--- src/include/cce_settings.svh ---
`ifndef CCE_SETTINGS_SVH
`define CCE_SETTINGS_SVH

// System size

// LCEs attached to this engine
`define CCE_NUM_LCE 4

// Physical byte address
`define CCE_PADDR_WIDTH 10

// Bytes per block as a power of two
`define CCE_BLOCK_OFFSET 6

// Input buffering

// Request headers held ahead of the engine
`define CCE_REQ_FIFO_DEPTH 2

// Only one memory read is ever outstanding
`define CCE_RESP_FIFO_DEPTH 1

`endif

--- src/hdl/cce_msg_pkg.sv ---
`include "cce_settings.svh"

package cce_msg_pkg;

  // Address and LCE identifiers
  typedef logic [`CCE_PADDR_WIDTH-1:0] paddr_t;
  typedef logic [`CCE_PADDR_WIDTH-`CCE_BLOCK_OFFSET-1:0] block_addr_t;
  typedef logic [$clog2(`CCE_NUM_LCE)-1:0] lce_id_t;
  typedef logic [`CCE_NUM_LCE-1:0] lce_vec_t;

  // Request kinds from an LCE
  typedef enum logic [0:0] {
    e_req_rd = 1'b0,
    e_req_wr = 1'b1
  } req_type_e;

  // Commands issued by the engine, LCE types share the low encodings
  typedef enum logic [2:0] {
    e_cmd_inv       = 3'd0,
    e_cmd_downgrade = 3'd1,
    e_cmd_fill_s    = 3'd2,
    e_cmd_fill_e    = 3'd3,
    e_cmd_mem_rd    = 3'd4
  } cmd_type_e;

  // Command type as seen on the LCE port
  typedef enum logic [1:0] {
    e_lce_cmd_inv       = 2'd0,
    e_lce_cmd_downgrade = 2'd1,
    e_lce_cmd_fill_s    = 2'd2,
    e_lce_cmd_fill_e    = 2'd3
  } lce_cmd_type_e;

  // Buffered headers
  typedef struct packed {
    req_type_e req_type;
    lce_id_t   lce;
    paddr_t    addr;
  } lce_req_hdr_t;

  typedef struct packed {
    paddr_t  addr;
    lce_id_t lce;
  } mem_resp_hdr_t;

endpackage

--- src/hdl/cce_dir_pkg.sv ---
`include "cce_settings.svh"

package cce_dir_pkg;

  // MSI block state
  typedef enum logic [1:0] {
    e_coh_i = 2'd0,
    e_coh_s = 2'd1,
    e_coh_m = 2'd2
  } coh_state_e;

  // One entry per block, owner only meaningful in e_coh_m
  typedef struct packed {
    coh_state_e            state;
    cce_msg_pkg::lce_vec_t sharers;
    cce_msg_pkg::lce_id_t  owner;
  } dir_entry_t;

  // Engine FSM
  typedef enum logic [2:0] {
    e_eng_idle     = 3'd0,
    e_eng_dir_rd   = 3'd1,
    e_eng_inv      = 3'd2,
    e_eng_mem_rd   = 3'd3,
    e_eng_mem_wait = 3'd4,
    e_eng_fill     = 3'd5,
    e_eng_dir_wr   = 3'd6
  } engine_state_e;

endpackage

--- src/hdl/cce_cmd_if.sv ---
`timescale 1ns/1ps

interface cce_cmd_if;
  import cce_msg_pkg::*;

  // Handshake
  logic      v;
  logic      ready;

  // Command fields, held while v is high and ready is low
  cmd_type_e cmd_type;
  lce_id_t   lce;
  paddr_t    addr;

  // Engine side
  modport master
    (output v
     , output cmd_type
     , output lce
     , output addr
     , input ready
     );

  // Output formatter side
  modport slave
    (input v
     , input cmd_type
     , input lce
     , input addr
     , output ready
     );

endinterface

--- src/hdl/cce_coh_engine.sv ---
`timescale 1ns/1ps
`include "cce_settings.svh"

module cce_coh_engine
  (input  logic                        clk_i
   , input  logic                      rst_i
   // LCE request FIFO
   , input  logic                      req_v_i
   , input  cce_msg_pkg::lce_req_hdr_t req_data_i
   , output logic                      req_yumi_o
   // Memory response FIFO
   , input  logic                      resp_v_i
   , input  cce_msg_pkg::mem_resp_hdr_t resp_data_i
   , output logic                      resp_yumi_o
   // Directory
   , output logic                      dir_r_v_o
   , output logic                      dir_w_v_o
   , output cce_msg_pkg::block_addr_t  dir_block_o
   , output cce_dir_pkg::dir_entry_t   dir_entry_o
   , input  cce_dir_pkg::dir_entry_t   dir_entry_i
   // Commands to the output side
   , cce_cmd_if.master                 cmd
   );

  import cce_msg_pkg::*;
  import cce_dir_pkg::*;

  engine_state_e state_r, state_n;

  // Miss status register
  req_type_e   mshr_type_r;
  lce_id_t     mshr_lce_r;
  block_addr_t mshr_block_r;

  lce_vec_t    inv_vec_r, inv_vec_n;
  dir_entry_t  new_entry_r, new_entry_n;
  lce_id_t     fill_lce_r;
  paddr_t      fill_addr_r;
  lce_vec_t    req_onehot;
  lce_id_t     inv_lce;
  lce_vec_t    inv_onehot;
  paddr_t      block_paddr;

  // Lowest pending LCE goes first
  function automatic lce_id_t first_lce(input lce_vec_t vec);
    lce_id_t idx;
    idx = '0;
    for (int i = $bits(lce_vec_t) - 1; i >= 0; i--) begin
      if (vec[i]) begin
        idx = lce_id_t'(i);
      end
    end
    return idx;
  endfunction

  assign req_onehot  = lce_vec_t'(1) << mshr_lce_r;
  assign inv_lce     = first_lce(inv_vec_r);
  assign inv_onehot  = lce_vec_t'(1) << inv_lce;
  assign block_paddr = {mshr_block_r, {`CCE_BLOCK_OFFSET{1'b0}}};
  assign dir_entry_o = new_entry_r;

  // Targets and next entry from the directory lookup
  always_comb begin
    inv_vec_n   = '0;
    new_entry_n = dir_entry_i;
    if (mshr_type_r == e_req_rd) begin
      if (dir_entry_i.state == e_coh_m && dir_entry_i.owner != mshr_lce_r) begin
        inv_vec_n = lce_vec_t'(1) << dir_entry_i.owner;
      end
      // Old owner keeps a shared copy
      new_entry_n.state   = e_coh_s;
      new_entry_n.sharers = dir_entry_i.sharers | req_onehot;
    end else begin
      inv_vec_n           = dir_entry_i.sharers & ~req_onehot;
      new_entry_n.state   = e_coh_m;
      new_entry_n.sharers = req_onehot;
      new_entry_n.owner   = mshr_lce_r;
    end
  end

  always_comb begin
    state_n      = state_r;
    req_yumi_o   = 1'b0;
    resp_yumi_o  = 1'b0;
    dir_r_v_o    = 1'b0;
    dir_w_v_o    = 1'b0;
    dir_block_o  = mshr_block_r;
    cmd.v        = 1'b0;
    cmd.cmd_type = e_cmd_mem_rd;
    cmd.lce      = mshr_lce_r;
    cmd.addr     = block_paddr;
    case (state_r)
      e_eng_idle: begin
        // Lookup starts with the pop
        dir_block_o = req_data_i.addr[$bits(paddr_t)-1:`CCE_BLOCK_OFFSET];
        if (req_v_i) begin
          req_yumi_o = 1'b1;
          dir_r_v_o  = 1'b1;
          state_n    = e_eng_dir_rd;
        end
      end
      e_eng_dir_rd: begin
        state_n = (inv_vec_n != '0) ? e_eng_inv : e_eng_mem_rd;
      end
      e_eng_inv: begin
        cmd.v        = 1'b1;
        cmd.cmd_type = (mshr_type_r == e_req_rd) ? e_cmd_downgrade : e_cmd_inv;
        cmd.lce      = inv_lce;
        if (cmd.ready && inv_vec_r == inv_onehot) begin
          state_n = e_eng_mem_rd;
        end
      end
      e_eng_mem_rd: begin
        cmd.v = 1'b1;
        if (cmd.ready) begin
          state_n = e_eng_mem_wait;
        end
      end
      e_eng_mem_wait: begin
        if (resp_v_i) begin
          resp_yumi_o = 1'b1;
          state_n     = e_eng_fill;
        end
      end
      e_eng_fill: begin
        cmd.v        = 1'b1;
        cmd.cmd_type = (mshr_type_r == e_req_rd) ? e_cmd_fill_s : e_cmd_fill_e;
        cmd.lce      = fill_lce_r;
        cmd.addr     = fill_addr_r;
        if (cmd.ready) begin
          state_n = e_eng_dir_wr;
        end
      end
      e_eng_dir_wr: begin
        dir_w_v_o = 1'b1;
        state_n   = e_eng_idle;
      end
      default: begin
        state_n = e_eng_idle;
      end
    endcase
  end

  always_ff @(posedge clk_i) begin
    if (rst_i) begin
      state_r   <= e_eng_idle;
      inv_vec_r <= '0;
    end else begin
      state_r <= state_n;
      if (state_r == e_eng_dir_rd) begin
        inv_vec_r <= inv_vec_n;
      end else if (state_r == e_eng_inv && cmd.ready) begin
        inv_vec_r <= inv_vec_r & ~inv_onehot;
      end
    end
  end

  // Request, pending entry and fill target
  always_ff @(posedge clk_i) begin
    if (req_yumi_o) begin
      mshr_type_r  <= req_data_i.req_type;
      mshr_lce_r   <= req_data_i.lce;
      mshr_block_r <= req_data_i.addr[$bits(paddr_t)-1:`CCE_BLOCK_OFFSET];
    end
    if (state_r == e_eng_dir_rd) begin
      new_entry_r <= new_entry_n;
    end
    if (resp_yumi_o) begin
      fill_lce_r  <= resp_data_i.lce;
      fill_addr_r <= resp_data_i.addr;
    end
  end

endmodule

--- src/hdl/cce_directory.sv ---
`timescale 1ns/1ps

module cce_directory
  (input  logic                     clk_i
   , input  logic                   rst_i
   , input  logic                   r_v_i
   , input  logic                   w_v_i
   , input  cce_msg_pkg::block_addr_t block_i
   , input  cce_dir_pkg::dir_entry_t  entry_i
   , output cce_dir_pkg::dir_entry_t  entry_o
   );

  import cce_msg_pkg::*;
  import cce_dir_pkg::*;

  // One entry for every block in the address space
  localparam int num_blocks = 2 ** $bits(block_addr_t);

  localparam dir_entry_t entry_reset = '{
    state:   e_coh_i,
    sharers: '0,
    owner:   '0
  };

  dir_entry_t dir_mem [num_blocks];

  // Write port, all blocks start invalid
  always_ff @(posedge clk_i) begin
    if (rst_i) begin
      for (int i = 0; i < num_blocks; i++) begin
        dir_mem[i] <= entry_reset;
      end
    end else if (w_v_i) begin
      dir_mem[block_i] <= entry_i;
    end
  end

  // Registered read, result holds until the next read
  always_ff @(posedge clk_i) begin
    if (r_v_i) begin
      entry_o <= dir_mem[block_i];
    end
  end

endmodule

--- src/hdl/cce_hdr_fifo.sv ---
`timescale 1ns/1ps

module cce_hdr_fifo
  #(parameter int data_width = 8
    , parameter int depth    = 2
    )
  (input  logic                  clk_i
   , input  logic                rst_i
   , input  logic                v_i
   , output logic                ready_o
   , input  logic [data_width-1:0] data_i
   , output logic                v_o
   , output logic [data_width-1:0] data_o
   , input  logic                yumi_i
   );

  localparam int ptr_width = (depth > 1) ? $clog2(depth) : 1;
  localparam int cnt_width = $clog2(depth + 1);

  logic [data_width-1:0] mem [depth];
  logic [ptr_width-1:0]  wr_ptr_r;
  logic [ptr_width-1:0]  rd_ptr_r;
  logic [cnt_width-1:0]  count_r;
  logic                  push;
  logic                  pop;

  // Wrap explicitly so any depth works
  function automatic logic [ptr_width-1:0] next_ptr(input logic [ptr_width-1:0] ptr);
    return (ptr == ptr_width'(depth - 1)) ? '0 : ptr + 1'b1;
  endfunction

  assign ready_o = (count_r != cnt_width'(depth));
  assign v_o     = (count_r != '0);
  assign data_o  = mem[rd_ptr_r];
  assign push    = v_i & ready_o;
  assign pop     = yumi_i & v_o;

  always_ff @(posedge clk_i) begin
    if (rst_i) begin
      wr_ptr_r <= '0;
      rd_ptr_r <= '0;
      count_r  <= '0;
    end else begin
      if (push) begin
        wr_ptr_r <= next_ptr(wr_ptr_r);
      end
      if (pop) begin
        rd_ptr_r <= next_ptr(rd_ptr_r);
      end
      if (push && !pop) begin
        count_r <= count_r + 1'b1;
      end else if (pop && !push) begin
        count_r <= count_r - 1'b1;
      end
    end
  end

  // Storage
  always_ff @(posedge clk_i) begin
    if (push) begin
      mem[wr_ptr_r] <= data_i;
    end
  end

endmodule

--- src/hdl/cce_msg_out.sv ---
`timescale 1ns/1ps

module cce_msg_out
  (input  logic                         clk_i
   , input  logic                       rst_i
   , cce_cmd_if.slave                   cmd
   // LCE command channel
   , output logic                       lce_cmd_v_o
   , input  logic                       lce_cmd_ready_i
   , output cce_msg_pkg::lce_cmd_type_e lce_cmd_type_o
   , output cce_msg_pkg::lce_id_t       lce_cmd_lce_o
   , output cce_msg_pkg::paddr_t        lce_cmd_addr_o
   // Memory command channel
   , output logic                       mem_cmd_v_o
   , input  logic                       mem_cmd_ready_i
   , output cce_msg_pkg::paddr_t        mem_cmd_addr_o
   , output cce_msg_pkg::lce_id_t       mem_cmd_lce_o
   );

  import cce_msg_pkg::*;

  logic to_mem;
  logic lce_load;
  logic mem_load;

  // Steer by type, stall only the channel whose register is full
  assign to_mem    = (cmd.cmd_type == e_cmd_mem_rd);
  assign cmd.ready = to_mem ? ~mem_cmd_v_o : ~lce_cmd_v_o;
  assign lce_load  = cmd.v & cmd.ready & ~to_mem;
  assign mem_load  = cmd.v & cmd.ready & to_mem;

  always_ff @(posedge clk_i) begin
    if (rst_i) begin
      lce_cmd_v_o <= 1'b0;
      mem_cmd_v_o <= 1'b0;
    end else begin
      if (lce_load) begin
        lce_cmd_v_o <= 1'b1;
      end else if (lce_cmd_ready_i) begin
        lce_cmd_v_o <= 1'b0;
      end
      if (mem_load) begin
        mem_cmd_v_o <= 1'b1;
      end else if (mem_cmd_ready_i) begin
        mem_cmd_v_o <= 1'b0;
      end
    end
  end

  // Fields only load into an empty register, so they hold while valid
  always_ff @(posedge clk_i) begin
    if (lce_load) begin
      lce_cmd_type_o <= lce_cmd_type_e'(cmd.cmd_type[1:0]);
      lce_cmd_lce_o  <= cmd.lce;
      lce_cmd_addr_o <= cmd.addr;
    end
    if (mem_load) begin
      mem_cmd_addr_o <= cmd.addr;
      mem_cmd_lce_o  <= cmd.lce;
    end
  end

endmodule

--- src/hdl/cce_top.sv ---
`timescale 1ns/1ps
`include "cce_settings.svh"

module cce_top
  (input  logic                         clk_i
   , input  logic                       rst_i
   // LCE request in
   , input  logic                       lce_req_v_i
   , output logic                       lce_req_ready_o
   , input  cce_msg_pkg::paddr_t        lce_req_addr_i
   , input  cce_msg_pkg::lce_id_t       lce_req_lce_i
   , input  cce_msg_pkg::req_type_e     lce_req_type_i
   // Memory response in
   , input  logic                       mem_resp_v_i
   , output logic                       mem_resp_ready_o
   , input  cce_msg_pkg::paddr_t        mem_resp_addr_i
   , input  cce_msg_pkg::lce_id_t       mem_resp_lce_i
   // LCE command out
   , output logic                       lce_cmd_v_o
   , input  logic                       lce_cmd_ready_i
   , output cce_msg_pkg::lce_cmd_type_e lce_cmd_type_o
   , output cce_msg_pkg::lce_id_t       lce_cmd_lce_o
   , output cce_msg_pkg::paddr_t        lce_cmd_addr_o
   // Memory command out
   , output logic                       mem_cmd_v_o
   , input  logic                       mem_cmd_ready_i
   , output cce_msg_pkg::paddr_t        mem_cmd_addr_o
   , output cce_msg_pkg::lce_id_t       mem_cmd_lce_o
   );

  import cce_msg_pkg::*;
  import cce_dir_pkg::*;

  lce_req_hdr_t  lce_req_hdr_li, lce_req_hdr_lo;
  mem_resp_hdr_t mem_resp_hdr_li, mem_resp_hdr_lo;
  logic          lce_req_v_lo, lce_req_yumi_li;
  logic          mem_resp_v_lo, mem_resp_yumi_li;
  logic          dir_r_v_li, dir_w_v_li;
  block_addr_t   dir_block_li;
  dir_entry_t    dir_entry_li, dir_entry_lo;

  cce_cmd_if cmd_if ();

  assign lce_req_hdr_li  = '{req_type: lce_req_type_i, lce: lce_req_lce_i, addr: lce_req_addr_i};
  assign mem_resp_hdr_li = '{addr: mem_resp_addr_i, lce: mem_resp_lce_i};

  // Input side
  cce_hdr_fifo
    #(.data_width($bits(lce_req_hdr_t))
      ,.depth(`CCE_REQ_FIFO_DEPTH)
      )
    lce_req_buffer
     (.clk_i(clk_i)
      ,.rst_i(rst_i)
      ,.v_i(lce_req_v_i)
      ,.ready_o(lce_req_ready_o)
      ,.data_i(lce_req_hdr_li)
      ,.v_o(lce_req_v_lo)
      ,.data_o(lce_req_hdr_lo)
      ,.yumi_i(lce_req_yumi_li)
      );

  cce_hdr_fifo
    #(.data_width($bits(mem_resp_hdr_t))
      ,.depth(`CCE_RESP_FIFO_DEPTH)
      )
    mem_resp_buffer
     (.clk_i(clk_i)
      ,.rst_i(rst_i)
      ,.v_i(mem_resp_v_i)
      ,.ready_o(mem_resp_ready_o)
      ,.data_i(mem_resp_hdr_li)
      ,.v_o(mem_resp_v_lo)
      ,.data_o(mem_resp_hdr_lo)
      ,.yumi_i(mem_resp_yumi_li)
      );

  // Processing
  cce_coh_engine
    engine
     (.clk_i(clk_i)
      ,.rst_i(rst_i)
      ,.req_v_i(lce_req_v_lo)
      ,.req_data_i(lce_req_hdr_lo)
      ,.req_yumi_o(lce_req_yumi_li)
      ,.resp_v_i(mem_resp_v_lo)
      ,.resp_data_i(mem_resp_hdr_lo)
      ,.resp_yumi_o(mem_resp_yumi_li)
      ,.dir_r_v_o(dir_r_v_li)
      ,.dir_w_v_o(dir_w_v_li)
      ,.dir_block_o(dir_block_li)
      ,.dir_entry_o(dir_entry_li)
      ,.dir_entry_i(dir_entry_lo)
      ,.cmd(cmd_if.master)
      );

  cce_directory
    directory
     (.clk_i(clk_i)
      ,.rst_i(rst_i)
      ,.r_v_i(dir_r_v_li)
      ,.w_v_i(dir_w_v_li)
      ,.block_i(dir_block_li)
      ,.entry_i(dir_entry_li)
      ,.entry_o(dir_entry_lo)
      );

  // Output side
  cce_msg_out
    message_out
     (.clk_i(clk_i)
      ,.rst_i(rst_i)
      ,.cmd(cmd_if.slave)
      ,.lce_cmd_v_o(lce_cmd_v_o)
      ,.lce_cmd_ready_i(lce_cmd_ready_i)
      ,.lce_cmd_type_o(lce_cmd_type_o)
      ,.lce_cmd_lce_o(lce_cmd_lce_o)
      ,.lce_cmd_addr_o(lce_cmd_addr_o)
      ,.mem_cmd_v_o(mem_cmd_v_o)
      ,.mem_cmd_ready_i(mem_cmd_ready_i)
      ,.mem_cmd_addr_o(mem_cmd_addr_o)
      ,.mem_cmd_lce_o(mem_cmd_lce_o)
      );

endmodule

--- config.mk ---
export PLATFORM = sky130hd
export DESIGN_NAME = cce_top
export DESIGN_NICKNAME = d
export VERILOG_FILES = /design/src/hdl/cce_msg_pkg.sv /design/src/hdl/cce_dir_pkg.sv /design/src/hdl/cce_cmd_if.sv /design/src/hdl/cce_coh_engine.sv /design/src/hdl/cce_directory.sv /design/src/hdl/cce_hdr_fifo.sv /design/src/hdl/cce_msg_out.sv /design/src/hdl/cce_top.sv
export VERILOG_INCLUDE_DIRS = /design/src /design/src/include
export SDC_FILE = /design/constraint.sdc
export NUM_CORES = 1
export LEC_CHECK = 0
export ABC_AREA = 1
export BUFFER_PORTS_ARGS = -buffer_cell sky130_fd_sc_hd__buf_4
export CORE_MARGIN = 8
export CORE_UTILIZATION = 49
export CTS_CLUSTER_DIAMETER = 60
export DETAILED_ROUTE_END_ITERATION = 6
export PLACE_DENSITY = 0.66
export SYNTH_ARGS = -nofsm -noshare
export SYNTH_HDL_FRONTEND = slang
export SYNTH_SLANG_ARGS = --single-unit
--- constraint.sdc ---
create_clock -name clk_i -period 4.1 [get_ports clk_i]
set_input_delay 0.205 -clock clk_i [delete_from_list [all_inputs] [get_ports clk_i]]
set_output_delay 0.205 -clock clk_i [all_outputs]
set_load 0.02 [all_outputs]
==> results of run 1 <==
==> synthesized netlist by cell type <==
master / n
o211ai_1: 2
a22oi_1: 1
nand2_2: 15
buf_2: 16
buf_4: 3
nor3_2: 4
a211o_1: 1
o21ai_4: 1
nor2_1: 164
edfxtp_1: 215
inv_1: 65
dfxtp_1: 15
o21a_1: 1
o221ai_1: 1
nand3_1: 103
inv_2: 3
nand2_1: 353
ha_1: 5
nand4_1: 4
clkbuf_1: 27
xnor2_1: 2
nor3_1: 1
o21ai_0: 18
a21oi_1: 15
a31oi_1: 2
==> report_power, final <==
part,internal [uW],switching [uW]
clock network,1300,880
registers,2970,151
logic,789,2250
total,5050,3280
==> timing repair <==
action | CTS | global route
hold endpoints to repair | 32 | 0
hold buffers | 22 | 0
setup buffers | 0 | 0
==> worst max path at each step <==
stage	from	end	slack (ns)	cells after the start
floorplan	engine.state_r[2]	lce_req_buffer.count_r[1]	1.73	10
global placement	register	directory.dir_mem[9][4]	1.12	8
detailed placement	engine.state_r[0]	directory.dir_mem[9][4]	1.11	7
CTS	engine.state_r[0]	directory.dir_mem[9][4]	1.10	7
global route	engine.state_r[0]	directory.dir_mem[9][3]	0.80	7
finish	engine.state_r[0]	directory.dir_mem[9][3]	1.04	7
==> worst register-to-register path, stage by stage (launching register included) <==
cell and delay, ns:
dfxtp_1 0.36, nor2_1 0.21, nand2_2 0.18, nand2_2 0.11
nand2_1 0.45, nor3_2 0.77, nand2_2 0.28, nand2_1 0.36
==> registers in the layout, summed over array words and instances (netlist names), 2 cells and up, named ones only <==
register,flops
directory.dir_mem,128
directory.entry_o,8
engine.dir_entry_o,8
engine.fill_addr_r,10
engine.fill_lce_r,2
engine.inv_vec_r,4
engine.mshr_block_r,4
engine.mshr_lce_r,2
engine.state_r,3
lce_req_buffer.count_r,2
lce_req_buffer.mem,14
mem_resp_buffer.mem,12
message_out.lce_cmd_addr_o,10
message_out.lce_cmd_lce_o,2
message_out.lce_cmd_type_o,2
message_out.mem_cmd_addr_o,10
message_out.mem_cmd_lce_o,2
==> cell type report <==
cell class	instances	area (um2)
Clock inverter	12	118
Clock buffer	32	682
Fill cell	1752	8470
Timing Repair Buffer	90	731
Sequential cell	230	6760
Inverter	68	255
Multi-Input combinational cell	693	2950
Tap cell	270	338
==> routing by layer <==
metal	GRT usage, %	part of all wire, %
met3	3.01	6.0
met4	5.95	2.9
met2	30.5	48
met5	0	0
met1	24.8	43
==> cell families after synthesis <==
| logic type | share of synthesized area (%) |
|---|---|
| xor+xnor | 0.172 |
| flops | 66.5 |
| buf+inv | 4.52 |
| simple gates | 25.8 |
| fa+ha+maj | 0.616 |
| compound gates | 2.38 |
==> cell usage in the layout, fill, tap and decap left out, types with 3 or more instances in the layout <==
cell	instances
o21ai_0	18
nand2_2	16
clkinv_2	8
inv_1	65
ha_1	5
clkbuf_16	25
inv_2	3
nand2_1	352
dlygate4sd3_1	22
nand3_1	103
clkbuf_1	4
edfxtp_1	215
nor2_1	164
dfxtp_1	15
clkbuf_8	3
buf_4	68
nand4_1	4
nor3_2	5
a21oi_1	15
==> through the flow <==
stage | instances | hold slack (ns) | utilization, %
after floorplan | 1037 | 0.304 | -
after global placement | 1329 | 0.383 | 53.2
after detailed placement | 1329 | 0.385 | 53.2
after CTS | 1395 | 0.0541 | 58.3
after global routing | 1395 | 0.0696 | 58.3
final | 1395 | 0.0610 | 58.3
==> run summary, run 1 <==
first-pass GRT wire length: 38000 um
Final Cycle Share: 74.6%
reg-to-reg slack, setup: 1.04 ns
syn_nets: 1073
post_cts resized: 0
WS Path Type: reg -> reg
CTS clk-pin slew, worst paths: 0.06 ns
WL/cell: 17.0 um
worst-skew pair later-pin latency: 0.51 ns
Remaining Overflow, GRT: 0
global placement routability congestion: 0.820
Setup crit end kind: register
pre-CTS WS: 1.11 ns
Area after DPL: 0.0108 mm2
CTS tree: done
area of the core: 0.0203 mm2
DR iter-0 viols: 725
io pins: 61
hold_sp: mem_resp_v_i
Hold/Removal Path Class: in -> reg
area leader, netlist: edfxtp_1
TritonCTS Buffers: 24
Layout Skew: 0.00495 ns
Tot Pwr: 8340 uW
area grow syn2layout: 16.5%
relative slew slack: 20.5%
Via Count: 7336
worst hold stages: 4
top post-synthesis cells by area: edfxtp_1 (64%), nand2_1 (13%), nor2_1 (6.1%)
Worst Path Max Fanout: 19
share of the synthesized area in the top cell type: 63.6%
die height: 160 um
average size of a mapped cell: 9.79 um2
fin crit period: 3.06 ns
antenna cells: 0
Clock Sinks: 230
die area: 0.0256 mm2
fmax: 327 MHz
# rows: 52
Worst-Margin Slew: 1.19 ns
required time worst endpoint: 4.28 ns
via density per instance: 5.26
largest net degree at the start of global routing: 57
pwr/cell area: 705 mW/mm2
worst min-delay path endpoint: mem_resp_buffer.v_o
share of layout cells above drive strength 1: 11.8%
half-perimeter wire length after placement: 15300 um
clk root buf: clkbuf_16
max incr delay on CP: 0.77 ns
final hold vios: 0
Peak VDD IR: 450 uV
CTS HTree Levels: 1
worst setup margin: 1.04 ns
CTS max path bufs: 3
RSZ-0062 raised after global routing: no
leak pwr: 0.00512 uW
register area share after synthesis: 66.5%
startpoint types: register
CP max-delay cell: nor3_2
GRT Total Usage: 18.6%
FF-to-FF End: directory.dir_mem[9][3]
Netlist cell types: 25
WL final: 23700 um
reg-to-reg startpoint: engine.state_r[0]
Die Wd: 160 um
vias in the first global route: 7140
CP cell instances: nor2_1 > nand2_2 > nand2_2 > nand2_1 > nor3_2 > nand2_2 > nand2_1
Worst R2R Path Depth: 7
synthesized flop and latch total: 230
Setup TNS: 0 ns
worst path arrival time: 3.24 ns
count of pins over their slew limit: 0
most used cell along the critical path: nand2_2
number of buffers and inverters on the critical path: 0
first-pass detailed-route iteration total: 5
max cap viols: 0
yosys warns: 0
initial antenna violation count: 0
Port Buffer Count: 54
status: finished clean
ANT nets after route: 0
Final Instance Area: 0.0118 mm2
DRC: 0
final setup fails: 0
Nets: 1143
CP delay by family, top: simple AND/OR/NAND/NOR gates
Synth Instances: 1037
synthesized area: 0.0102 mm2
Initial Util: 50.0%
(Power assumes the default switching activity.)
==> inputs of run 2 (changes only) <==
PLACE_DENSITY = 0.69   (was 0.66)
clock period = 2.51 ns   (was 4.1 ns; I/O delays follow)
==> run summary, run 2 (synthesis gave the netlist of run 1 again) <==
CTS tree: done
max cap viols: 0 (unchanged)
Cells after DPL: 1358 (+2.2%)
Regs by FF count: directory.dir_mem x128, lce_req_buffer.mem x14, mem_resp_buffer.mem x12
most common cell after layout, fill and taps aside: nand2_1
Cell Count, Final, Fillers Out: 1424 (+2.1%)
global placement routability congestion: 0.858 (+4.6%)
Largest Register: directory.dir_mem
WS Path Type: reg -> reg
first-pass GRT wire length: 36700 um (-3.4%)
most used cell along the critical path: nand2_1
FF-to-FF End: directory.dir_mem[8][3]
Clock Sinks: 230 (unchanged)
Peak VDD IR: 672 uV (+49%)
status: finished clean
antenna cells: 0 (unchanged)
CP cell instances: inv_2 > nand2_1 > nand2_1 > o21ai_4 > inv_2 > nor3_2 > buf_4 > nand2_2 > nand2_1
Remaining Overflow, GRT: 0 (unchanged)
Via Count: 7349 (+0.18%)
Layout Skew: 0.0228 ns (+0.0178 ns)
final setup fails: 0 (unchanged)
CTS clk-pin slew, worst paths: 0.06 ns (about the same)
final hold vios: 0 (unchanged)
Largest register FFs: 128 (unchanged)
area of the core: 0.0203 mm2 (unchanged)
count of pins over their slew limit: 0 (unchanged)
Die Wd: 160 um (unchanged)
Worst path depth: 9 (+2)
half-perimeter wire length after placement: 15100 um (-0.87%)
die area: 0.0256 mm2 (unchanged)
reg-to-reg slack, setup: 0.20 ns (-0.84 ns)
ANT nets after route: 0 (unchanged)
relative slew slack: 45.4% (+25 points)
worst hold stages: 5 (+1)
CP max-delay cell: dfxtp_1
GRT Total Usage: 17.8% (-0.79 points)
first-pass detailed-route iteration total: 5 (unchanged)
via density per instance: 5.16 (-1.9%)
max incr delay on CP: 0.48 ns (-0.29 ns)
Hold/Removal Path Class: in -> reg
area grow syn2layout: 18.7%
Worst-Margin Slew: 0.818 ns (-0.368 ns)
leak pwr: 0.00525 uW (+2.4%)
share of layout cells above drive strength 1: 13.3% (+1.5 points)
CP delay by family, top: simple AND/OR/NAND/NOR gates
fin crit period: 2.31 ns (-0.746 ns)
hold_sp: lce_req_v_i
Worst R2R Path Depth: 9 (+2)
Setup TNS: 0 ns (unchanged)
clk root buf: clkbuf_16
worst-skew pair later-pin latency: 0.52 ns (about the same)
initial antenna violation count: 0 (unchanged)
TritonCTS Buffers: 24 (unchanged)
io pins: 61 (unchanged)
worst min-delay path endpoint: lce_req_buffer.wr_ptr_r
pwr/cell area: 1140 mW/mm2 (+62%)
DRC: 0 (unchanged)
Port Buffer Count: 54 (unchanged)
Nets: 1173 (+2.6%)
# rows: 52 (unchanged)
WL/cell: 16.3 um (-4.0%)
worst path arrival time: 2.48 ns (-0.76 ns)
Worst Path Max Fanout: 18 (-1)
Setup crit end kind: register
CTS max path bufs: 3 (unchanged)
most frequent cells in the layout: nand2_1 (352), edfxtp_1 (215), nor2_1 (164), nand3_1 (103), buf_4 (96)
WL final: 23300 um (-2.0%)
Initial Util: 50.0% (unchanged)
largest net degree at the start of global routing: 57 (unchanged)
fmax: 432 MHz (+32%)
required time worst endpoint: 2.67 ns (-1.61 ns)
DR iter-0 viols: 672 (-7.3%)
vias in the first global route: 7047 (-1.3%)
CTS HTree Levels: 1 (unchanged)
startpoint types: register
number of buffers and inverters on the critical path: 3 (+3)
die height: 160 um (unchanged)
RSZ-0062 raised after global routing: no
Final Cycle Share: 92.1% (+18 points)
## run 2: final cells by class
| cell class | instances | area [um2] |
|---|---|---|
| timing repair buffer | 120 | 971 |
| clock buffer | 33 | 676 |
| inverter | 68 | 255 |
| sequential | 230 | 6760 |
| fill | 1682 | 8250 |
| tap | 270 | 338 |
| clock inverter | 10 | 101 |
| multi-input combinational | 693 | 2960 |
## run 2: worst max path at each step
stage / endpoint / from / slack [ns]
global route: directory.dir_mem[9][1] / register / 0.003
floorplan: lce_req_buffer.count_r[1] / engine.state_r[2] / 0.14
finish: directory.dir_mem[8][3] / register / 0.20
detailed placement: directory.dir_mem[10][4] / register / 0.16
global placement: directory.dir_mem[10][2] / register / 0.24
CTS: directory.dir_mem[10][4] / register / 0.17
## run 2: through the flow
step	hold WS [ns]	instance area, um2	setup WS (ns)	utilization, %	power (uW)
2_1_floorplan	0.224	10200	0.144	-	8530
3_3_place_gp	0.304	11000	0.237	54.4	10100
3_5_place_dp	0.305	11000	0.161	54.4	10200
4_1_cts	0.0228	12000	0.170	59.3	13700
5_1_grt	0.0434	12100	0.00310	59.4	14500
6_report	0.0152	12100	0.197	59.4	13700
## run 2: what timing repair did
| action | in CTS | in global routing |
|---|---|---|
| hold endpoints to repair | 33 | 0 |
| resized for setup | 0 | 1 |
| hold buffers | 23 | 0 |
| buffers inserted | 0 | 0 |
| setup endpoints to repair | 0 | 32 |
## run 2: power by group
group | internal (uW) | switching [uW]
Clock | 2080 | 1400
Sequential | 4840 | 241
Combinational | 1440 | 3710
Total | 8370 | 5360
## run 2: layer usage
| layer | vias to the layer above | track usage [%] | wire length [um] |
|---|---|---|---|
| met1 | 3455 | 23.3 | 9960 |
| met5 | - | 0 | 0 |
| met3 | 44 | 2.85 | 1370 |
| li1 | 3622 | - | - |
| met2 | 228 | 30.0 | 11400 |
| met4 | 0 | 5.14 | 563 |
## run 2: worst register-to-register path: stages, from the launching register on
cell     delay [ns]
dfxtp_1        0.48
inv_2          0.13
nand2_1        0.08
nand2_1        0.10
o21ai_4        0.26
inv_2          0.21
nor3_2         0.16
buf_4          0.20
nand2_2        0.06
nand2_1        0.28
==> inputs of run 3 (changes only) <==
BUFFER_PORTS_ARGS = -buffer_cell sky130_fd_sc_hd__clkbuf_2   (was -buffer_cell sky130_fd_sc_hd__buf_4)
==> run summary, run 3 (synthesis gave the netlist of run 1 again) <==
Clock Sinks: 230 (unchanged)
leak pwr: 0.00519 uW (-1.1%)
worst setup margin: 0.256 ns (+0.0589 ns)
Largest Register: directory.dir_mem
io pins: 61 (unchanged)
share of layout cells above drive strength 1: 13.3% (-0.064 points)
Worst Path Max Fanout: 12 (-6)
area of the core: 0.0203 mm2 (unchanged)
TritonCTS Buffers: 24 (unchanged)
CTS max path bufs: 3 (unchanged)
die area: 0.0256 mm2 (unchanged)
half-perimeter wire length after placement: 15600 um (+3.0%)
# rows: 52 (unchanged)
DRC: 0 (unchanged)
worst min-delay path endpoint: lce_req_buffer.wr_ptr_r
CTS clk-pin slew, worst paths: 0.06 ns (about the same)
WL final: 23600 um (+1.6%)
Regs by FF count: directory.dir_mem x128, lce_req_buffer.mem x14, mem_resp_buffer.mem x12
area grow syn2layout: 17.0%
fmax: 444 MHz (+2.6%)
met3 Usage GRT: 2.83% (-0.026 points)
ANT nets after route: 0 (unchanged)
via density per instance: 5.19 (+0.52%)
first-pass GRT wire length: 36900 um (+0.51%)
GRT Max-Usage Layer: met2
CTS tree: done
relative slew slack: 41.4% (-4.0 points)
worst hold stages: 5 (unchanged)
Hold/Removal Path Class: in -> reg
Final Util: 58.5% (-0.84 points)
final hold vios: 0 (unchanged)
die height: 160 um (unchanged)
CP max-delay cell: dfxtp_1
max incr delay on CP: 0.47 ns (about the same)
Initial Util: 50.0% (unchanged)
status: finished clean
fin crit period: 2.25 ns (-0.0589 ns)
hold_sp: lce_req_v_i
Port Buffer Count: 54 (unchanged)
Largest register FFs: 128 (unchanged)
required time worst endpoint: 2.69 ns (+0.02 ns)
largest net degree at the start of global routing: 57 (unchanged)
count of pins over their slew limit: 0 (unchanged)
GRT Total Usage: 18.1% (+0.30 points)
clk root buf: clkbuf_16
WS Path Type: reg -> reg
Die Wd: 160 um (unchanged)
worst path arrival time: 2.43 ns (-0.05 ns)
FF-to-FF End: directory.dir_mem[9][4]
Final Cycle Share: 89.8% (-2.3 points)
Worst-Margin Slew: 0.878 ns (+0.0597 ns)
WL/cell: 16.6 um (+1.7%)
Setup crit end kind: register
CTS HTree Levels: 1 (unchanged)
CP cell instances: inv_2 > nand2_1 > nand2_1 > o21ai_1 > inv_1 > nor2_1 > buf_4 > nand2_2 > nand2_1
startpoint types: register
final setup fails: 0 (unchanged)
most used cell along the critical path: nand2_1
Via Count: 7382 (+0.45%)
Remaining Overflow, GRT: 0 (unchanged)
Tot Pwr: 13500 uW (-2.0%)
vias in the first global route: 7038 (-0.13%)
Layout Skew: 0.0250 ns (+0.00225 ns)
global placement routability congestion: 0.856 (-0.27%)
worst-skew pair later-pin latency: 0.53 ns (about the same)
Worst R2R Path Depth: 9 (unchanged)
most common cell after layout, fill and taps aside: nand2_1
Peak VDD IR: 709 uV (+5.5%)
met2 GRT Util: 30.7% (+0.73 points)
total setup buffers inserted after CTS: 0 (unchanged)
Nets: 1173 (unchanged)
RSZ-0062 raised after global routing: no
first-pass detailed-route iteration total: 5 (unchanged)
DR iter-0 viols: 917 (+36%)
reg-to-reg slack, setup: 0.26 ns (+0.06 ns)
met1 Use GR: 23.5% (+0.20 points)
pwr/cell area: 1130 mW/mm2 (-0.58%)
most frequent cells in the layout: nand2_1 (350), edfxtp_1 (215), nor2_1 (163), nand3_1 (103), inv_1 (65)
initial antenna violation count: 0 (unchanged)
pre-CTS WS: -0.0455 ns (-0.207 ns)
max cap viols: 0 (unchanged)
[run 3: repair_timing]
action                                  in CTS  in global routing
endpoints found under the setup margin      16                 32
hold buffers                                24                  0
endpoints found under the hold margin       33                  0
resized for setup                            1                  5
[run 3: worst max-delay path by stage]
| stage | startpoint | endpoint | slack (ns) | cells past startpoint |
|---|---|---|---|---|
| finish | register | directory.dir_mem[9][4] | 0.26 | 9 |
| CTS | register | directory.dir_mem[0][1] | 0.16 | 9 |
| detailed placement | engine.state_r[1] | directory.dir_mem[12][6] | -0.05 | 7 |
| floorplan | engine.state_r[2] | lce_req_buffer.count_r[1] | 0.14 | 10 |
| global route | register | directory.dir_mem[0][1] | 0.04 | 9 |
| global placement | engine.state_r[1] | directory.dir_mem[13][6] | 0.004 | 7 |
[run 3: final cells by class]
type	instances	area (um2)
antenna	1	2.50
clock buffer	33	654
inverter	68	255
timing repair buffer	120	838
tap	270	338
clock inverter	8	76.3
fill	1745	8420
multi-input combinational	693	2960
sequential	230	6760
[run 3: power by group]
group          total (uW)  switching, uW  internal (uW)
combinational        5060           3700           1360
sequential           5080            235           4840
clock                3310           1390           1920
total               13500           5330           8130
[run 3: through the flow]
stage / instances / area (um2) / hold WS (ns) / setup TNS (ns)
floorplan: 1037 / 10200 / 0.224 / 0
global placement: 1357 / 10900 / 0.303 / 0
detailed placement: 1357 / 10900 / 0.305 / -0.592
CTS: 1422 / 11900 / 0.00421 / 0
global route: 1422 / 11900 / 0.0961 / 0
finish: 1423 / 11900 / 0.0212 / 0
[run 3: worst max-delay path: cells and delay by family (launching register included)]
kind	cells	cell delay (ns)
compound gates	1	0.36
buf+inv	3	0.43
flops	1	0.47
simple gates	5	0.65
[run 3: per-layer routing]
layer	routed length, um	part of all wire (%)
met1	9920	42
met2	11600	49
met3	1610	6.8
met4	480	2.0
met5	0	0
